## src/io_sub_cfg.svh

```systemverilog
`ifndef IO_SUB_CFG_SVH
`define IO_SUB_CFG_SVH

// Processor I/O bus widths
`define IO_ADDR_W 32
`define IO_DATA_W 32

// Board output widths
`define RED_LED_W 18
`define GREEN_LED_W 9
`define HEX_W 7

// Register map, byte addresses on the I/O bus
`define ADDR_RED_LED 32'h0000_0000
`define ADDR_GREEN_LED 32'h0000_0004
`define ADDR_HEX0 32'h0000_0008
`define ADDR_HEX1 32'h0000_000c
`define ADDR_HEX2 32'h0000_0010
`define ADDR_HEX3 32'h0000_0014
`define ADDR_UART_TX 32'h0000_0018
`define ADDR_UART_RX 32'h0000_001c
`define ADDR_TIMER 32'h0000_0024
`define ADDR_FB_BASE 32'h0000_0028
`define ADDR_FRAME 32'h0000_002c

// Segments are active low, so all ones is a dark digit
`define HEX_BLANK 7'b1111111

// Clocks per serial bit, short for simulation
`define DEFAULT_BAUD_DIVIDE 8

`endif

```

## src/io_sub_pkg.sv

```systemverilog
`include "io_sub_cfg.svh"

package io_sub_pkg;
	// Processor side bus words
	typedef logic [`IO_ADDR_W-1:0] io_addr_t;
	typedef logic [`IO_DATA_W-1:0] io_data_t;

	// Board output registers
	typedef logic [`RED_LED_W-1:0] red_led_t;
	typedef logic [`GREEN_LED_W-1:0] green_led_t;
	typedef logic [`HEX_W-1:0] hex_digit_t;

	// Decoded register target, one per mapped address
	typedef enum logic [3:0]
	{
		REG_RED,
		REG_GREEN,
		REG_HEX0,
		REG_HEX1,
		REG_HEX2,
		REG_HEX3,
		REG_UART_TX,
		REG_UART_RX,
		REG_TIMER,
		REG_FB_BASE,
		REG_FRAME,
		REG_NONE
	} io_reg_t;

	// Serial transmitter states
	typedef enum logic [1:0]
	{
		TX_IDLE,
		TX_START,
		TX_DATA,
		TX_STOP
	} tx_state_t;
endpackage

```

## src/io_req_if.sv

```systemverilog
`timescale 1ns/1ps

// Decoded I/O request, one pipeline stage after the processor strobes
interface io_req_if;
	import io_sub_pkg::*;

	// Single-cycle write strobe
	logic wr;

	// Single-cycle read strobe
	logic rd;

	// Target register, REG_NONE for unmapped addresses
	io_reg_t sel;

	// Write payload, full bus width
	io_data_t wdata;

	// Decoder side
	modport source(
		output wr,
		output rd,
		output sel,
		output wdata);

	// Register blocks, transmitter and read path
	modport sink(
		input wr,
		input rd,
		input sel,
		input wdata);
endinterface

```

## src/io_decode.sv

```systemverilog
`timescale 1ns/1ps
`include "io_sub_cfg.svh"

module io_decode(
	input clk,
	input reset,
	input write_en,
	input read_en,
	input io_sub_pkg::io_addr_t address,
	input io_sub_pkg::io_data_t write_data,
	io_req_if.source req);

	import io_sub_pkg::*;

	io_reg_t addr_sel;

	// Address to register target
	always_comb
	begin
		case (address)
			`ADDR_RED_LED: addr_sel = REG_RED;
			`ADDR_GREEN_LED: addr_sel = REG_GREEN;
			`ADDR_HEX0: addr_sel = REG_HEX0;
			`ADDR_HEX1: addr_sel = REG_HEX1;
			`ADDR_HEX2: addr_sel = REG_HEX2;
			`ADDR_HEX3: addr_sel = REG_HEX3;
			`ADDR_UART_TX: addr_sel = REG_UART_TX;
			`ADDR_UART_RX: addr_sel = REG_UART_RX;
			`ADDR_TIMER: addr_sel = REG_TIMER;
			`ADDR_FB_BASE: addr_sel = REG_FB_BASE;
			`ADDR_FRAME: addr_sel = REG_FRAME;
			// Holes in the map write nothing and read zero
			default: addr_sel = REG_NONE;
		endcase
	end

	// Strobes and select, one register stage
	always_ff @(posedge clk, posedge reset)
	begin
		if (reset)
		begin
			req.wr <= 1'b0;
			req.rd <= 1'b0;
			req.sel <= REG_NONE;
		end
		else
		begin
			req.wr <= write_en;
			req.rd <= read_en;
			// Select follows the address every cycle, the read path depends on it
			req.sel <= addr_sel;
		end
	end

	// Payload, aligned with the strobes
	always_ff @(posedge clk)
	begin
		req.wdata <= write_data;
	end

	// Processor issues at most one access per cycle
	wr_rd_exclusive: assert property (@(posedge clk) disable iff (reset)
		!(req.wr && req.rd))
		else $error("io_decode: write and read strobes high together");
endmodule

```

## src/display_regs.sv

```systemverilog
`timescale 1ns/1ps
`include "io_sub_cfg.svh"

module display_regs(
	input clk,
	input reset,
	io_req_if.sink req,
	output io_sub_pkg::red_led_t red_led,
	output io_sub_pkg::green_led_t green_led,
	output io_sub_pkg::hex_digit_t hex0,
	output io_sub_pkg::hex_digit_t hex1,
	output io_sub_pkg::hex_digit_t hex2,
	output io_sub_pkg::hex_digit_t hex3,
	output io_sub_pkg::io_data_t fb_base,
	output logic fb_base_update);

	import io_sub_pkg::*;

	// LED and digit registers
	always_ff @(posedge clk, posedge reset)
	begin
		if (reset)
		begin
			red_led <= '0;
			green_led <= '0;
			// Digits start dark
			hex0 <= `HEX_BLANK;
			hex1 <= `HEX_BLANK;
			hex2 <= `HEX_BLANK;
			hex3 <= `HEX_BLANK;
		end
		else if (req.wr)
		begin
			// Low bits only, upper write data ignored
			case (req.sel)
				REG_RED: red_led <= req.wdata[`RED_LED_W-1:0];
				REG_GREEN: green_led <= req.wdata[`GREEN_LED_W-1:0];
				REG_HEX0: hex0 <= req.wdata[`HEX_W-1:0];
				REG_HEX1: hex1 <= req.wdata[`HEX_W-1:0];
				REG_HEX2: hex2 <= req.wdata[`HEX_W-1:0];
				REG_HEX3: hex3 <= req.wdata[`HEX_W-1:0];
				default:
				begin
					// Other targets live in other blocks
				end
			endcase
		end
	end

	// Framebuffer base for the display controller
	always_ff @(posedge clk, posedge reset)
	begin
		if (reset)
		begin
			fb_base <= '0;
			fb_base_update <= 1'b0;
		end
		else
		begin
			// Pulse lines up with the new base value
			fb_base_update <= req.wr && req.sel == REG_FB_BASE;
			if (req.wr && req.sel == REG_FB_BASE)
				fb_base <= req.wdata;
		end
	end

	// Display controller latches on a single-cycle pulse
	fb_update_single: assert property (@(posedge clk) disable iff (reset)
		fb_base_update |=> !fb_base_update)
		else $error("display_regs: fb_base_update high for two cycles");
endmodule

```

## src/serial_tx.sv

```systemverilog
`timescale 1ns/1ps
`include "io_sub_cfg.svh"

module serial_tx
	#(parameter BAUD_DIVIDE = `DEFAULT_BAUD_DIVIDE)
	(input clk,
	input reset,
	io_req_if.sink req,
	output logic uart_tx,
	output logic busy);

	import io_sub_pkg::*;

	// Baud counter wide enough for the divide and at least one bit
	localparam int CNT_W = (BAUD_DIVIDE > 1) ? $clog2(BAUD_DIVIDE) : 1;
	localparam logic [CNT_W-1:0] BAUD_LAST = CNT_W'(BAUD_DIVIDE - 1);

	tx_state_t state;
	logic [CNT_W-1:0] baud_cnt;
	logic [2:0] bit_cnt;
	logic [7:0] shift;
	logic bit_end;
	logic start_tx;

	// Last clock of the current bit time
	assign bit_end = baud_cnt == BAUD_LAST;

	// Accepted only when idle so writes while busy are lost
	assign start_tx = req.wr && req.sel == REG_UART_TX && state == TX_IDLE;

	assign busy = state != TX_IDLE;

	// Byte shifter with the next bit always in bit 0
	always_ff @(posedge clk)
	begin
		if (start_tx)
			shift <= req.wdata[7:0];
		else if (bit_end && state != TX_IDLE)
			shift <= {1'b0, shift[7:1]};
	end

	// Framing FSM with registered line output
	always_ff @(posedge clk, posedge reset)
	begin
		if (reset)
		begin
			state <= TX_IDLE;
			baud_cnt <= '0;
			bit_cnt <= '0;
			uart_tx <= 1'b1;
		end
		else
		begin
			case (state)
				TX_IDLE:
				begin
					baud_cnt <= '0;
					if (start_tx)
					begin
						state <= TX_START;
						// Start bit
						uart_tx <= 1'b0;
					end
				end

				TX_START:
				begin
					if (bit_end)
					begin
						state <= TX_DATA;
						baud_cnt <= '0;
						bit_cnt <= '0;
						// First data bit is the LSB
						uart_tx <= shift[0];
					end
					else
						baud_cnt <= baud_cnt + CNT_W'(1);
				end

				TX_DATA:
				begin
					if (bit_end)
					begin
						baud_cnt <= '0;
						if (bit_cnt == 3'd7)
						begin
							state <= TX_STOP;
							// Stop bit at the idle level
							uart_tx <= 1'b1;
						end
						else
						begin
							bit_cnt <= bit_cnt + 3'd1;
							uart_tx <= shift[0];
						end
					end
					else
						baud_cnt <= baud_cnt + CNT_W'(1);
				end

				TX_STOP:
				begin
					// busy drops as the stop bit ends
					if (bit_end)
					begin
						state <= TX_IDLE;
						baud_cnt <= '0;
					end
					else
						baud_cnt <= baud_cnt + CNT_W'(1);
				end

				default:
					state <= TX_IDLE;
			endcase
		end
	end

	// Line must rest high between frames
	idle_line_high: assert property (@(posedge clk) disable iff (reset)
		state == TX_IDLE |-> uart_tx)
		else $error("serial_tx: uart_tx low while idle");
endmodule

```

## src/io_readback.sv

```systemverilog
`timescale 1ns/1ps

module io_readback(
	input clk,
	input reset,
	io_req_if.sink req,
	input busy,
	input frame_toggle,
	output io_sub_pkg::io_data_t read_data);

	import io_sub_pkg::*;

	io_data_t timer_val;

	// Free-running cycle count that wraps
	always_ff @(posedge clk, posedge reset)
	begin
		if (reset)
			timer_val <= '0;
		else
			timer_val <= timer_val + io_data_t'(1);
	end

	// Registered read mux
	// Tracks the select every cycle without the read strobe
	always_ff @(posedge clk)
	begin
		case (req.sel)
			// Transmitter status in bit 0
			REG_UART_TX: read_data <= io_data_t'(busy);

			// No receiver in this build
			REG_UART_RX: read_data <= '0;

			REG_TIMER: read_data <= timer_val;

			// Level from the display controller sampled as is
			REG_FRAME: read_data <= io_data_t'(frame_toggle);

			// Write-only registers and holes
			default: read_data <= '0;
		endcase
	end
endmodule

```

## src/io_sub_top.sv

```systemverilog
`timescale 1ns/1ps
`include "io_sub_cfg.svh"

module io_sub_top(
	input clk,
	input reset,

	// Processor I/O strobes
	input write_en,
	input read_en,
	input io_sub_pkg::io_addr_t address,
	input io_sub_pkg::io_data_t write_data,
	output io_sub_pkg::io_data_t read_data,

	// Display controller
	input frame_toggle,
	output io_sub_pkg::io_data_t fb_base,
	output logic fb_base_update,

	// Board outputs
	output io_sub_pkg::red_led_t red_led,
	output io_sub_pkg::green_led_t green_led,
	output io_sub_pkg::hex_digit_t hex0,
	output io_sub_pkg::hex_digit_t hex1,
	output io_sub_pkg::hex_digit_t hex2,
	output io_sub_pkg::hex_digit_t hex3,
	output logic uart_tx);

	// Transmitter status for the read path
	logic tx_busy;

	// Decoded request shared by all targets
	io_req_if req();

	io_decode io_decode(
		.clk(clk),
		.reset(reset),
		.write_en(write_en),
		.read_en(read_en),
		.address(address),
		.write_data(write_data),
		.req(req.source));

	display_regs display_regs(
		.clk(clk),
		.reset(reset),
		.req(req.sink),
		.red_led(red_led),
		.green_led(green_led),
		.hex0(hex0),
		.hex1(hex1),
		.hex2(hex2),
		.hex3(hex3),
		.fb_base(fb_base),
		.fb_base_update(fb_base_update));

	serial_tx #(.BAUD_DIVIDE(`DEFAULT_BAUD_DIVIDE)) serial_tx(
		.clk(clk),
		.reset(reset),
		.req(req.sink),
		.uart_tx(uart_tx),
		.busy(tx_busy));

	io_readback io_readback(
		.clk(clk),
		.reset(reset),
		.req(req.sink),
		.busy(tx_busy),
		.frame_toggle(frame_toggle),
		.read_data(read_data));
endmodule

```

## config.mk

```make
export PLATFORM = sky130hd
export DESIGN_NAME = io_sub_top
export DESIGN_NICKNAME = d
export VERILOG_FILES = /design/src/io_sub_pkg.sv /design/src/io_req_if.sv /design/src/io_decode.sv /design/src/display_regs.sv /design/src/serial_tx.sv /design/src/io_readback.sv /design/src/io_sub_top.sv
export VERILOG_INCLUDE_DIRS = /design/src
export SDC_FILE = /design/constraint.sdc
export NUM_CORES = 1
export LEC_CHECK = 0
export BUFFER_PORTS_ARGS = -buffer_cell sky130_fd_sc_hd__buf_2
export CAP_MARGIN = 5
export CORE_AREA = 3 3 129 144
export DETAILED_ROUTE_END_ITERATION = 10
export DIE_AREA = 0 0 132 147
export HOLD_SLACK_MARGIN = 0.06
export PLACE_DENSITY = 0.66
export SLEW_MARGIN = 5
export SYNTH_ARGS = -nofsm -noshare
export SYNTH_HDL_FRONTEND = slang
export SYNTH_SLANG_ARGS = --single-unit
```

## constraint.sdc

```tcl
create_clock -name clk -period 6.2 [get_ports clk]
set_input_delay 1.24 -clock clk [delete_from_list [all_inputs] [get_ports clk]]
set_output_delay 1.24 -clock clk [all_outputs]
set_load 0.01 [all_outputs]
```

==> impl_metrics.json, run 1 <==
{
  "status": "completed",
  "rsz0062_at_grt": "false",
  "clkSinkCount": 206,
  "whs_path_depth": 1,
  "cp-startpoint": "display_regs.hex3[3]",
  "ys_warn_count": 0,
  "antenna_left": 0,
  "synth_top_area_share_pct": 33.79,
  "power.density_nw_per_um2": 283.4,
  "gp_congestion": 0.8269,
  "drive_gt1_share_pct": 49.52,
  "rows": 50,
  "syn_area_per_cell_um2": 14.53,
  "crit_family": "flip-flops",
  "core_area_um2": 17080,
  "cts-root-to-sink-buffers": 3,
  "grt-ovfl-total": 0,
  "nNetsFinal": 798,
  "reg2regPathDepth": 3,
  "relSlewSlack_pct": 29.37,
  "worstPathArrival_ps": 1180,
  "yosysSeqAreaShare_pct": 65.07,
  "dieWidth_um": 132,
  "crit_type": "reg2out",
  "dp_hpwl_um": 11170,
  "syn_nets": 599,
  "fillerInstances": 1397,
  "cts_resized": 0,
  "critPathSlowestCell": "dfstp_2",
  "antenna_found_initial": 0,
  "syn_area_um2": 7553,
  "pre_cts_slack_ps": 3245,
  "crit_required_ps": 4960,
  "slew_violations": 0,
  "grt_use_total_pct": 16.45,
  "crit_cells": 1,
  "cts_tree": "built",
  "min_period_over_period_pct": 39.04,
  "diodes": 0,
  "vias": 4714,
  "ys_types": 47,
  "start_kind": "flop",
  "h-tree-depth": 1,
  "synthSimpleGateAreaFrac_pct": 11.36,
  "grt_pass1_vias": 5137,
  "syn_inst": 520,
  "synth_top_area_cell": "dfrtp_1",
  "yosys.area_share.adder_pct": 1.656,
  "synthArstFlopShare_pct": 65.05,
  "cp_cell_sequence": "buf_2",
  "synth_edf_count": 8,
  "hp-start": "serial_tx.baud_cnt[0]",
  "synth.area.mux_share_pct": 14.74,
  "hold_class": "reg2reg",
  "power_leakage_nw": 4.808,
  "cts_made_buffers": 22,
  "fin_cells": 969,
  "fin_skew_ps": 8.266,
  "tightestPinTransition_ps": 1057,
  "insertion_delay_ps": 490,
  "die_h_um": 147,
  "avgRoutedWirePerCell_um": 16.34,
  "grt_pass1_wl_um": 26120,
  "io_buffers": 188,
  "r2r_start": "io_decode.req.sel[3]",
  "critPathBufInv": 1,
  "setup_ws_ps": 3779,
  "vias_per_cell": 4.865,
  "critical_path.max_fanout": 2,
  "start_util_pct": 44.23,
  "period_minus_slack_ps": 2421,
  "dp_cells": 929,
  "tns_ps": 0,
  "io_pins": 190,
  "synth.area.top_cells": "dfrtp_1 34%, dfxtp_1 17%, mux2_2 13%, dfstp_2 11%, edfxtp_1 3.2%",
  "hold_viol": 0,
  "synth_top_family_by_area": "multiplexers",
  "first_pass_iters": 4,
  "synth-xor-area-share_pct": 3.479,
  "post_cts_buffers": 0,
  "max_stage_delay_ps": 540,
  "clockRootBuffer": "clkbuf_16",
  "ys_ff_latch": 206,
  "setup_viol": 0,
  "ir_worst_vdd_mv": 0.2163,
  "fmax_ghz": 0.4131,
  "synth_compound_area_share_pct": 1.772,
  "drt-initial-drc-count": 151,
  "drc_errors": 0,
  "endpoint_kind": "output pin",
  "synthFlopType": "dfrtp_1",
  "drt-total-wl_um": 15840,
  "grt_max_degree": 83,
  "dieArea_um2": 19400,
  "area.growth.synth_to_final_pct": 24.58,
  "hold_buffers": 0,
  "cts.clk_slew.worst_paths_ps": 60,
  "cap_violations": 0
}
## Yosys cell counts (all sizes together), types with 2 or more instances
cell type  instances
dfrtp            102
mux2              95
dfxtp             64
and2              32
dfstp             32
nand2             26
xor2              18
nor3              16
nor4              13
buf               12
inv               12
xnor2             12
ha                10
nor2              10
edfxtp             8
nand3              8
o21ai              7
and4               6
nand2b             5
nand4              5
a22o               4
a21oi              3
nor2b              3
and3               2
clkbuf             2
o22ai              2
## worst register-to-register path, cell delays in order, from the launching register on
cell	delay [ps]
dfstp_2	590
nand2b_1	250
nor2_4	880
mux2_2	440
## stage by stage
| stage | hold WS, ps | total power (W) | area, um^2 | util (%) |
|---|---|---|---|---|
| floorplan | 408.5 | 0.001404 | 7553 | - |
| CTS | 442.4 | 0.002701 | 9410 | 55.10 |
| global placement | 420.3 | 0.001434 | 8702 | 50.95 |
| detailed placement | 432.9 | 0.001437 | 8702 | 50.95 |
| global route | 464.5 | 0.002765 | 9410 | 55.10 |
| finish | 446.5 | 0.002667 | 9410 | 55.10 |
## path summary, 6_finish.rpt
check / to / slack [ps]
max in group asynchronous: display_regs.red_led[8] / 3860
min in group asynchronous: display_regs.red_led[12] / 840
setup reg to reg: display_regs.fb_base[13] / 3930
setup / recovery: hex3[3] / 3780
hold / removal: serial_tx.baud_cnt[0] / 450
hold reg to reg: serial_tx.baud_cnt[0] / 450
## routing by layer
metal  GRT usage, %  wire [um]  up-vias
met5              0          0        -
li1               -          -     2197
met1          19.14       6214     2333
met2          29.41       8044      165
met4          4.412        233        0
met3          5.137       1342       19
## area by class of cell
type                    count  area, um^2  share of cell area [%]
flip-flops and latches    206        4915                   52.23
inverters                  12       47.55                  0.5053
repair buffers            189       948.4                   10.08
well taps                 234       292.8                   3.111
clock buffers              35       671.9                   7.140
clock inverters             5       36.28                  0.3856
multi-input cells         288        2499                   26.55
## report_power, final
part	internal, W	switching [W]	leakage [nW]
combinational	0.0000177	0.0000252	2.15
sequential	0.00136	0.00000947	2.31
clock	0.000747	0.000510	0.341
## layout by cell type (no fill, tap or decap), drive strengths merged, types with 2 or more instances in the layout
| master | Yosys | routed |
|---|---|---|
| a22o | 4 | 4 |
| and2 | 32 | 32 |
| nor4 | 13 | 13 |
| dfstp | 32 | 32 |
| a21oi | 3 | 3 |
| nand3 | 8 | 8 |
| inv | 12 | 13 |
| o21ai | 7 | 7 |
| mux2 | 95 | 95 |
| nor3 | 16 | 16 |
| and4 | 6 | 6 |
| dfrtp | 102 | 102 |
| clkinv | 0 | 2 |
| nand4 | 5 | 5 |
| and3 | 2 | 2 |
| nor2 | 10 | 10 |
| xnor2 | 12 | 12 |
| edfxtp | 8 | 8 |
| clkinvlp | 0 | 2 |
| dfxtp | 64 | 64 |
| nor2b | 3 | 3 |
| nand2 | 26 | 26 |
| clkbuf | 2 | 35 |
| xor2 | 18 | 18 |
| buf | 12 | 189 |
| nand2b | 5 | 5 |
| o22ai | 2 | 2 |
| ha | 10 | 10 |
## cell families (layout without fill, tap and decap cells)
| family | after synthesis | after routing |
|---|---|---|
| compound gates | 20 | 20 |
| xor+xnor | 30 | 30 |
| fa+ha+maj | 10 | 10 |
| buf+inv | 26 | 241 |
| flops | 206 | 206 |
| mux | 96 | 96 |
| simple gates | 132 | 132 |
## registers in the layout, indices dropped and copies added (netlist names), 4 cells and up
signal and count:
io_readback.timer_val 32, display_regs.hex0 7, io_decode.req.sel 4, io_decode.req.wdata 32, display_regs.red_led 18, display_regs.hex1 7
serial_tx.shift 8, display_regs.hex2 7, io_readback.read_data 32, display_regs.hex3 7, display_regs.fb_base 32, display_regs.green_led 9
No activity file was read; power rests on OpenSTA's default activity.
==> run 2, diff against run 1 <==
--- a/config.mk
+++ b/config.mk
@@ -12,7 +12,7 @@
 export DETAILED_ROUTE_END_ITERATION = 10
 export DIE_AREA = 0 0 132 147
 export HOLD_SLACK_MARGIN = 0.06
-export PLACE_DENSITY = 0.66
+export PLACE_DENSITY = 0.69
 export SLEW_MARGIN = 5
 export SYNTH_ARGS = -nofsm -noshare
 export SYNTH_HDL_FRONTEND = slang
==> constraint.sdc (replaced) <==
create_clock -name clk -period 2.1 [get_ports clk]
set_input_delay 0.42 -clock clk [delete_from_list [all_inputs] [get_ports clk]]
set_output_delay 0.42 -clock clk [all_outputs]
set_load 0.01 [all_outputs]
==> run 2 against run 1 <==
Compared with the run above:
- non-clock buffer count up 45
- utilization up 2.7 points
- worst hold slack worse by 260 ps
- sequential power rose to 2.9 times the previous value
- final area up 5.0%
- first-iteration DRC count unchanged
- global-route usage up 0.34 points
- cell count up 4.3%
- die area unchanged
- highest routed layer unchanged
==> impl_metrics.json, run 2 (same netlist as run 1, synthesis figures left out) <==
{
  "slew_violations": 0,
  "critPathSlowestCell": "dfstp_2",
  "clkSinkCount": 206,
  "drt-total-wl_um": 16260,
  "first_pass_iters": 4,
  "crit_type": "reg2reg",
  "dp_hpwl_um": 11590,
  "post_cts_buffers": 0,
  "grt_pass1_vias": 5268,
  "pwr-share-comb_pct": 2.4,
  "ir_worst_vdd_mv": 0.7464,
  "critPathBufInv": 0,
  "antenna_found_initial": 0,
  "grt_max_degree": 38,
  "period_minus_slack_ps": 1935,
  "clkPwrFrac_pct": 47.6,
  "core_area_um2": 17080,
  "cts_made_buffers": 21,
  "worstPathArrival_ps": 2310,
  "insertion_delay_ps": 490,
  "rsz0062_at_grt": "false",
  "start_kind": "flop",
  "p_sw_w": 0.001574,
  "stdcell_area_um2": 9877,
  "endpoint_kind": "flop",
  "p_int_w": 0.006493,
  "reg2regPathDepth": 3,
  "fin_skew_ps": 13.77,
  "gp_congestion": 0.7779,
  "grt_use_total_pct": 16.78,
  "hold_class": "in2reg",
  "crit_required_ps": 2470,
  "drc_errors": 0,
  "dieArea_um2": 19400,
  "relSlewSlack_pct": 54.34,
  "fmax_ghz": 0.5167,
  "setup_viol": 0,
  "cts.clk_slew.worst_paths_ps": 60,
  "crit_cells": 3,
  "status": "completed",
  "cts-root-to-sink-buffers": 3,
  "fillerInstances": 1374,
  "cap_violations": 0,
  "avgRoutedWirePerCell_um": 16.08,
  "min_period_over_period_pct": 92.16,
  "grt-ovfl-total": 0,
  "p_sw_share_pct": 19.51,
  "io_pins": 190,
  "vias": 4840,
  "tns_ps": 0,
  "crit_family": "simple AND/OR/NAND/NOR gates",
  "power.density_nw_per_um2": 816.8,
  "r2r_start": "io_decode.req.sel[0]",
  "power_leakage_nw": 5.027,
  "start_util_pct": 44.23,
  "grt_pass1_wl_um": 26610,
  "die_h_um": 147,
  "cp-startpoint": "io_decode.req.sel[0]",
  "dp_cells": 940,
  "hold_viol": 0,
  "critical_path.max_fanout": 10,
  "vias_per_cell": 4.787,
  "hp-start": "address[5]",
  "max_stage_delay_ps": 690,
  "final_common_cell": "buf_2",
  "nNetsFinal": 842,
  "area.growth.synth_to_final_pct": 30.76,
  "clockRootBuffer": "clkbuf_16",
  "tightestPinTransition_ps": 683.5,
  "drive_gt1_share_pct": 48.65,
  "p_seq_share_pct": 50.0,
  "drt-initial-drc-count": 151,
  "final_cell_mix": "188 x buf_2, 102 x dfrtp_1, 86 x mux2_2, 64 x dfxtp_1, 34 x dlygate4sd3_1",
  "diodes": 0,
  "rr_endpoint": "display_regs.green_led[2]",
  "h-tree-depth": 1,
  "rows": 50,
  "cts_tree": "built",
  "r2r_setup_slack_ps": 160,
  "crit_end": "display_regs.green_led[2]",
  "antenna_left": 0,
  "fin_cells": 1011,
  "cp_cell_sequence": "nand2_2, or3_1, mux2_4",
  "post_dp_cell_area_um2": 8811,
  "dieWidth_um": 132,
  "io_buffers": 188
}
[run 2: cell count changes in the layout (fill, tap and decap cells not counted), moves of 3 or more]
cell,delta
clkbuf_1,-5
bufinv_16,+3
dlygate4sd3_1,+34
clkbuf_16,-3
buf_4,+9
[run 2: timing repair]
action / CTS / global route
hold endpoints to repair: 54 / 0
resized for setup: 0 / 1
endpoints found under the setup margin: 0 / 8
hold buffers: 34 / 0
[run 2: per-layer routing]
metal,GRT usage (%),share of wire (%)
met1,19.43,40
met2,30.29,51
met3,4.555,6.9
met4,5.200,2.2
met5,0,0
[run 2: layout make-up]
type	count	area, um^2	share of cell area, %
Sequential cell	206	4915	49.76
Multi-Input combinational cell	288	2500	25.31
Timing Repair Buffer	234	1396	14.14
Clock buffer	29	605.6	6.131
Tap cell	234	292.8	2.964
Clock inverter	8	118.9	1.203
Inverter	12	48.80	0.4940
[run 2: worst min path at each step]
stage | to | cells past startpoint
global placement | serial_tx.baud_cnt[0] | 1
floorplan | serial_tx.baud_cnt[0] | 1
CTS | io_decode.req.sel[3] | 2
global route | io_decode.req.sel[3] | 2
detailed placement | serial_tx.baud_cnt[0] | 1
finish | io_decode.req.sel[3] | 2
[run 2: worst register-to-register path, cell delays in order, from the launching register on]
cell     delay, ps
dfstp_2        690
nand2_2        130
or3_1          600
mux2_4         400
[run 2: power by group through the flow]
stage                     Clock (W)  Sequential, W  Combinational [W]
after floorplan                   0        0.00410          0.0000484
after global placement            0        0.00411           0.000139
after detailed placement          0        0.00411           0.000145
after CTS                   0.00394        0.00403           0.000194
after global routing        0.00409        0.00404           0.000214
final                       0.00384        0.00403           0.000191
[run 2: metrics by stage]
| stage | util (%) | total power [W] | hold WS, ps | worst slack (ps) |
|---|---|---|---|---|
| detailed placement | 51.59 | 0.004254 | 423.9 | 140.7 |
| CTS | 57.82 | 0.008165 | 163.8 | 137.7 |
| floorplan | - | 0.004145 | 408.5 | 40.95 |
| global route | 57.83 | 0.008338 | 186.0 | 55.62 |
| finish | 57.83 | 0.008067 | 191.1 | 164.6 |
| global placement | 51.59 | 0.004245 | 419.7 | 176.3 |
==> run 3, diff against run 2 <==
--- a/config.mk
+++ b/config.mk
@@ -12,7 +12,7 @@
 export DETAILED_ROUTE_END_ITERATION = 10
 export DIE_AREA = 0 0 132 147
 export HOLD_SLACK_MARGIN = 0.06
-export PLACE_DENSITY = 0.69
+export PLACE_DENSITY = 0.66
 export SLEW_MARGIN = 5
 export SYNTH_ARGS = -nofsm -noshare
 export SYNTH_HDL_FRONTEND = slang
==> constraint.sdc (replaced) <==
create_clock -name clk -period 1.8 [get_ports clk]
set_input_delay 0.36 -clock clk [delete_from_list [all_inputs] [get_ports clk]]
set_output_delay 0.36 -clock clk [all_outputs]
set_load 0.01 [all_outputs]
==> run 3 against run 2 <==
Compared with the run above:
- count of clock-buffer cells in the layout up 2
- largest cell class unchanged
- cell count up 0.89%
- die area unchanged
==> impl_metrics.json, run 3 (same netlist as run 1, synthesis figures left out) <==
{
  "setup_viol": 0,
  "grt-ovfl-total": 0,
  "max_stage_delay_ps": 590,
  "cp_cell_sequence": "nand3b_1, nor3_4, buf_12, mux2_2",
  "critPathSlowestCell": "dfstp_2",
  "cts.clk_slew.worst_paths_ps": 60,
  "clkSinkCount": 206,
  "p_seq_share_pct": 52.0,
  "rsz0062_at_grt": "false",
  "crit_family": "flip-flops",
  "worstPathArrival_ps": 1950,
  "h-tree-depth": 1,
  "start_kind": "flop",
  "crit_type": "reg2reg",
  "fmax_ghz": 0.5849,
  "fin_skew_ps": 17.33,
  "cts-root-to-sink-buffers": 3,
  "vias": 4849,
  "antenna_left": 0,
  "stdcell_area_um2": 9908,
  "status": "completed",
  "antenna_found_initial": 3,
  "die_h_um": 147,
  "start_util_pct": 44.23,
  "hold_class": "in2reg",
  "clkPwrFrac_pct": 45.6,
  "dp_hpwl_um": 11710,
  "p_sw_share_pct": 20.14,
  "dieWidth_um": 132,
  "drt-initial-drc-count": 165,
  "pwr-share-comb_pct": 2.3,
  "vias_per_cell": 4.754,
  "drive_gt1_share_pct": 49.04,
  "min_period_over_period_pct": 94.99,
  "critical_path.max_fanout": 9,
  "grt_max_degree": 100,
  "p_int_w": 0.007227,
  "cap_violations": 0,
  "hold_viol": 0,
  "period_minus_slack_ps": 1710,
  "final_common_cell": "buf_2",
  "io_buffers": 188,
  "grt_use_total_pct": 16.85,
  "rows": 50,
  "gp_congestion": 0.8155,
  "relSlewSlack_pct": 63.08,
  "drt-total-wl_um": 16420,
  "critPathBufInv": 1,
  "tightestPinTransition_ps": 553.8,
  "clockRootBuffer": "clkbuf_16",
  "endpoint_kind": "flop",
  "io_pins": 190,
  "grt_pass1_vias": 5290,
  "power_leakage_nw": 5.050,
  "insertion_delay_ps": 490,
  "post_dp_cell_area_um2": 8876,
  "p_sw_w": 0.001822,
  "final_cell_mix": "188 x buf_2, 102 x dfrtp_1, 86 x mux2_2, 64 x dfxtp_1, 34 x dlygate4sd3_1",
  "cts_made_buffers": 21,
  "cts_tree": "built",
  "slew_violations": 0,
  "crit_required_ps": 2040,
  "core_area_um2": 17080,
  "grt_pass1_wl_um": 26890,
  "power.density_nw_per_um2": 913.3,
  "ir_worst_vdd_mv": 0.7163,
  "first_pass_iters": 4,
  "drc_errors": 0,
  "dieArea_um2": 19400,
  "hold-worst-slack_ps": 139.3,
  "avgRoutedWirePerCell_um": 16.10,
  "area.growth.synth_to_final_pct": 31.17,
  "nNetsFinal": 850
}
[run 3: metrics by stage]
step                power (W)  setup slack (ps)  util [%]  instances  setup TNS, ps
floorplan            0.004835            -199.0         -        520         -20300
global placement     0.004946             47.44     51.97        947              0
detailed placement   0.004955            -42.42     51.97        947         -379.4
CTS                  0.009191             81.75     58.00       1019              0
global route         0.009425             4.544     58.01       1020              0
finish               0.009049             90.23     58.01       1020              0
[run 3: routing by layer]
metal	routed length, um	global-route usage, %	vias up
met1	6559	19.55	2360
met3	1222	5.411	32
met5	21	0	-
met4	364	5.200	4
met2	8253	29.75	149
li1	-	-	2304
[run 3: final timing paths]
kind / slack, ps / from / cells past startpoint / endpoint
setup / recovery: 90 / io_decode.req.sel[1] / 4 / serial_tx.shift[4]
hold / removal: 140 / address[5] / 2 / io_decode.req.sel[3]
setup reg to reg: 90 / io_decode.req.sel[1] / 4 / serial_tx.shift[4]
hold reg to reg: 440 / serial_tx.baud_cnt[0] / 1 / serial_tx.baud_cnt[0]
max in group asynchronous: 780 / reset / 4 / display_regs.hex0[0]
min in group asynchronous: 570 / reset / 4 / display_regs.fb_base[23]
[run 3: cell type report]
cell class | instances | area [um^2]
diodes | 1 | 2.502
flip-flops and latches | 206 | 4915
clock inverters | 6 | 33.78
well taps | 234 | 292.8
fillers | 1409 | 7171
inverters | 12 | 48.80
clock buffers | 31 | 634.4
multi-input cells | 288 | 2500
repair buffers | 242 | 1481
[run 3: repair_timing]
action	in CTS	in global routing
setup endpoints to repair	15	0
gates resized for setup	1	0
setup buffers	1	0
hold buffers	34	0
endpoints found under the hold margin	66	0
[run 3: worst register-to-register path, stage by stage (launching register included)]
cell and delay, ps:
dfstp_2 590, nand3b_1 150, nor3_4 250, buf_12 150
mux2_2 330
[run 3: power by group through the flow]
stage | Sequential (W) | Clock, W | Combinational [W]
finish | 0.00471 | 0.00413 | 0.000212
global route | 0.00471 | 0.00448 | 0.000238
CTS | 0.00471 | 0.00427 | 0.000217
detailed placement | 0.00480 | 0 | 0.000160
global placement | 0.00479 | 0 | 0.000154
floorplan | 0.00478 | 0 | 0.0000565
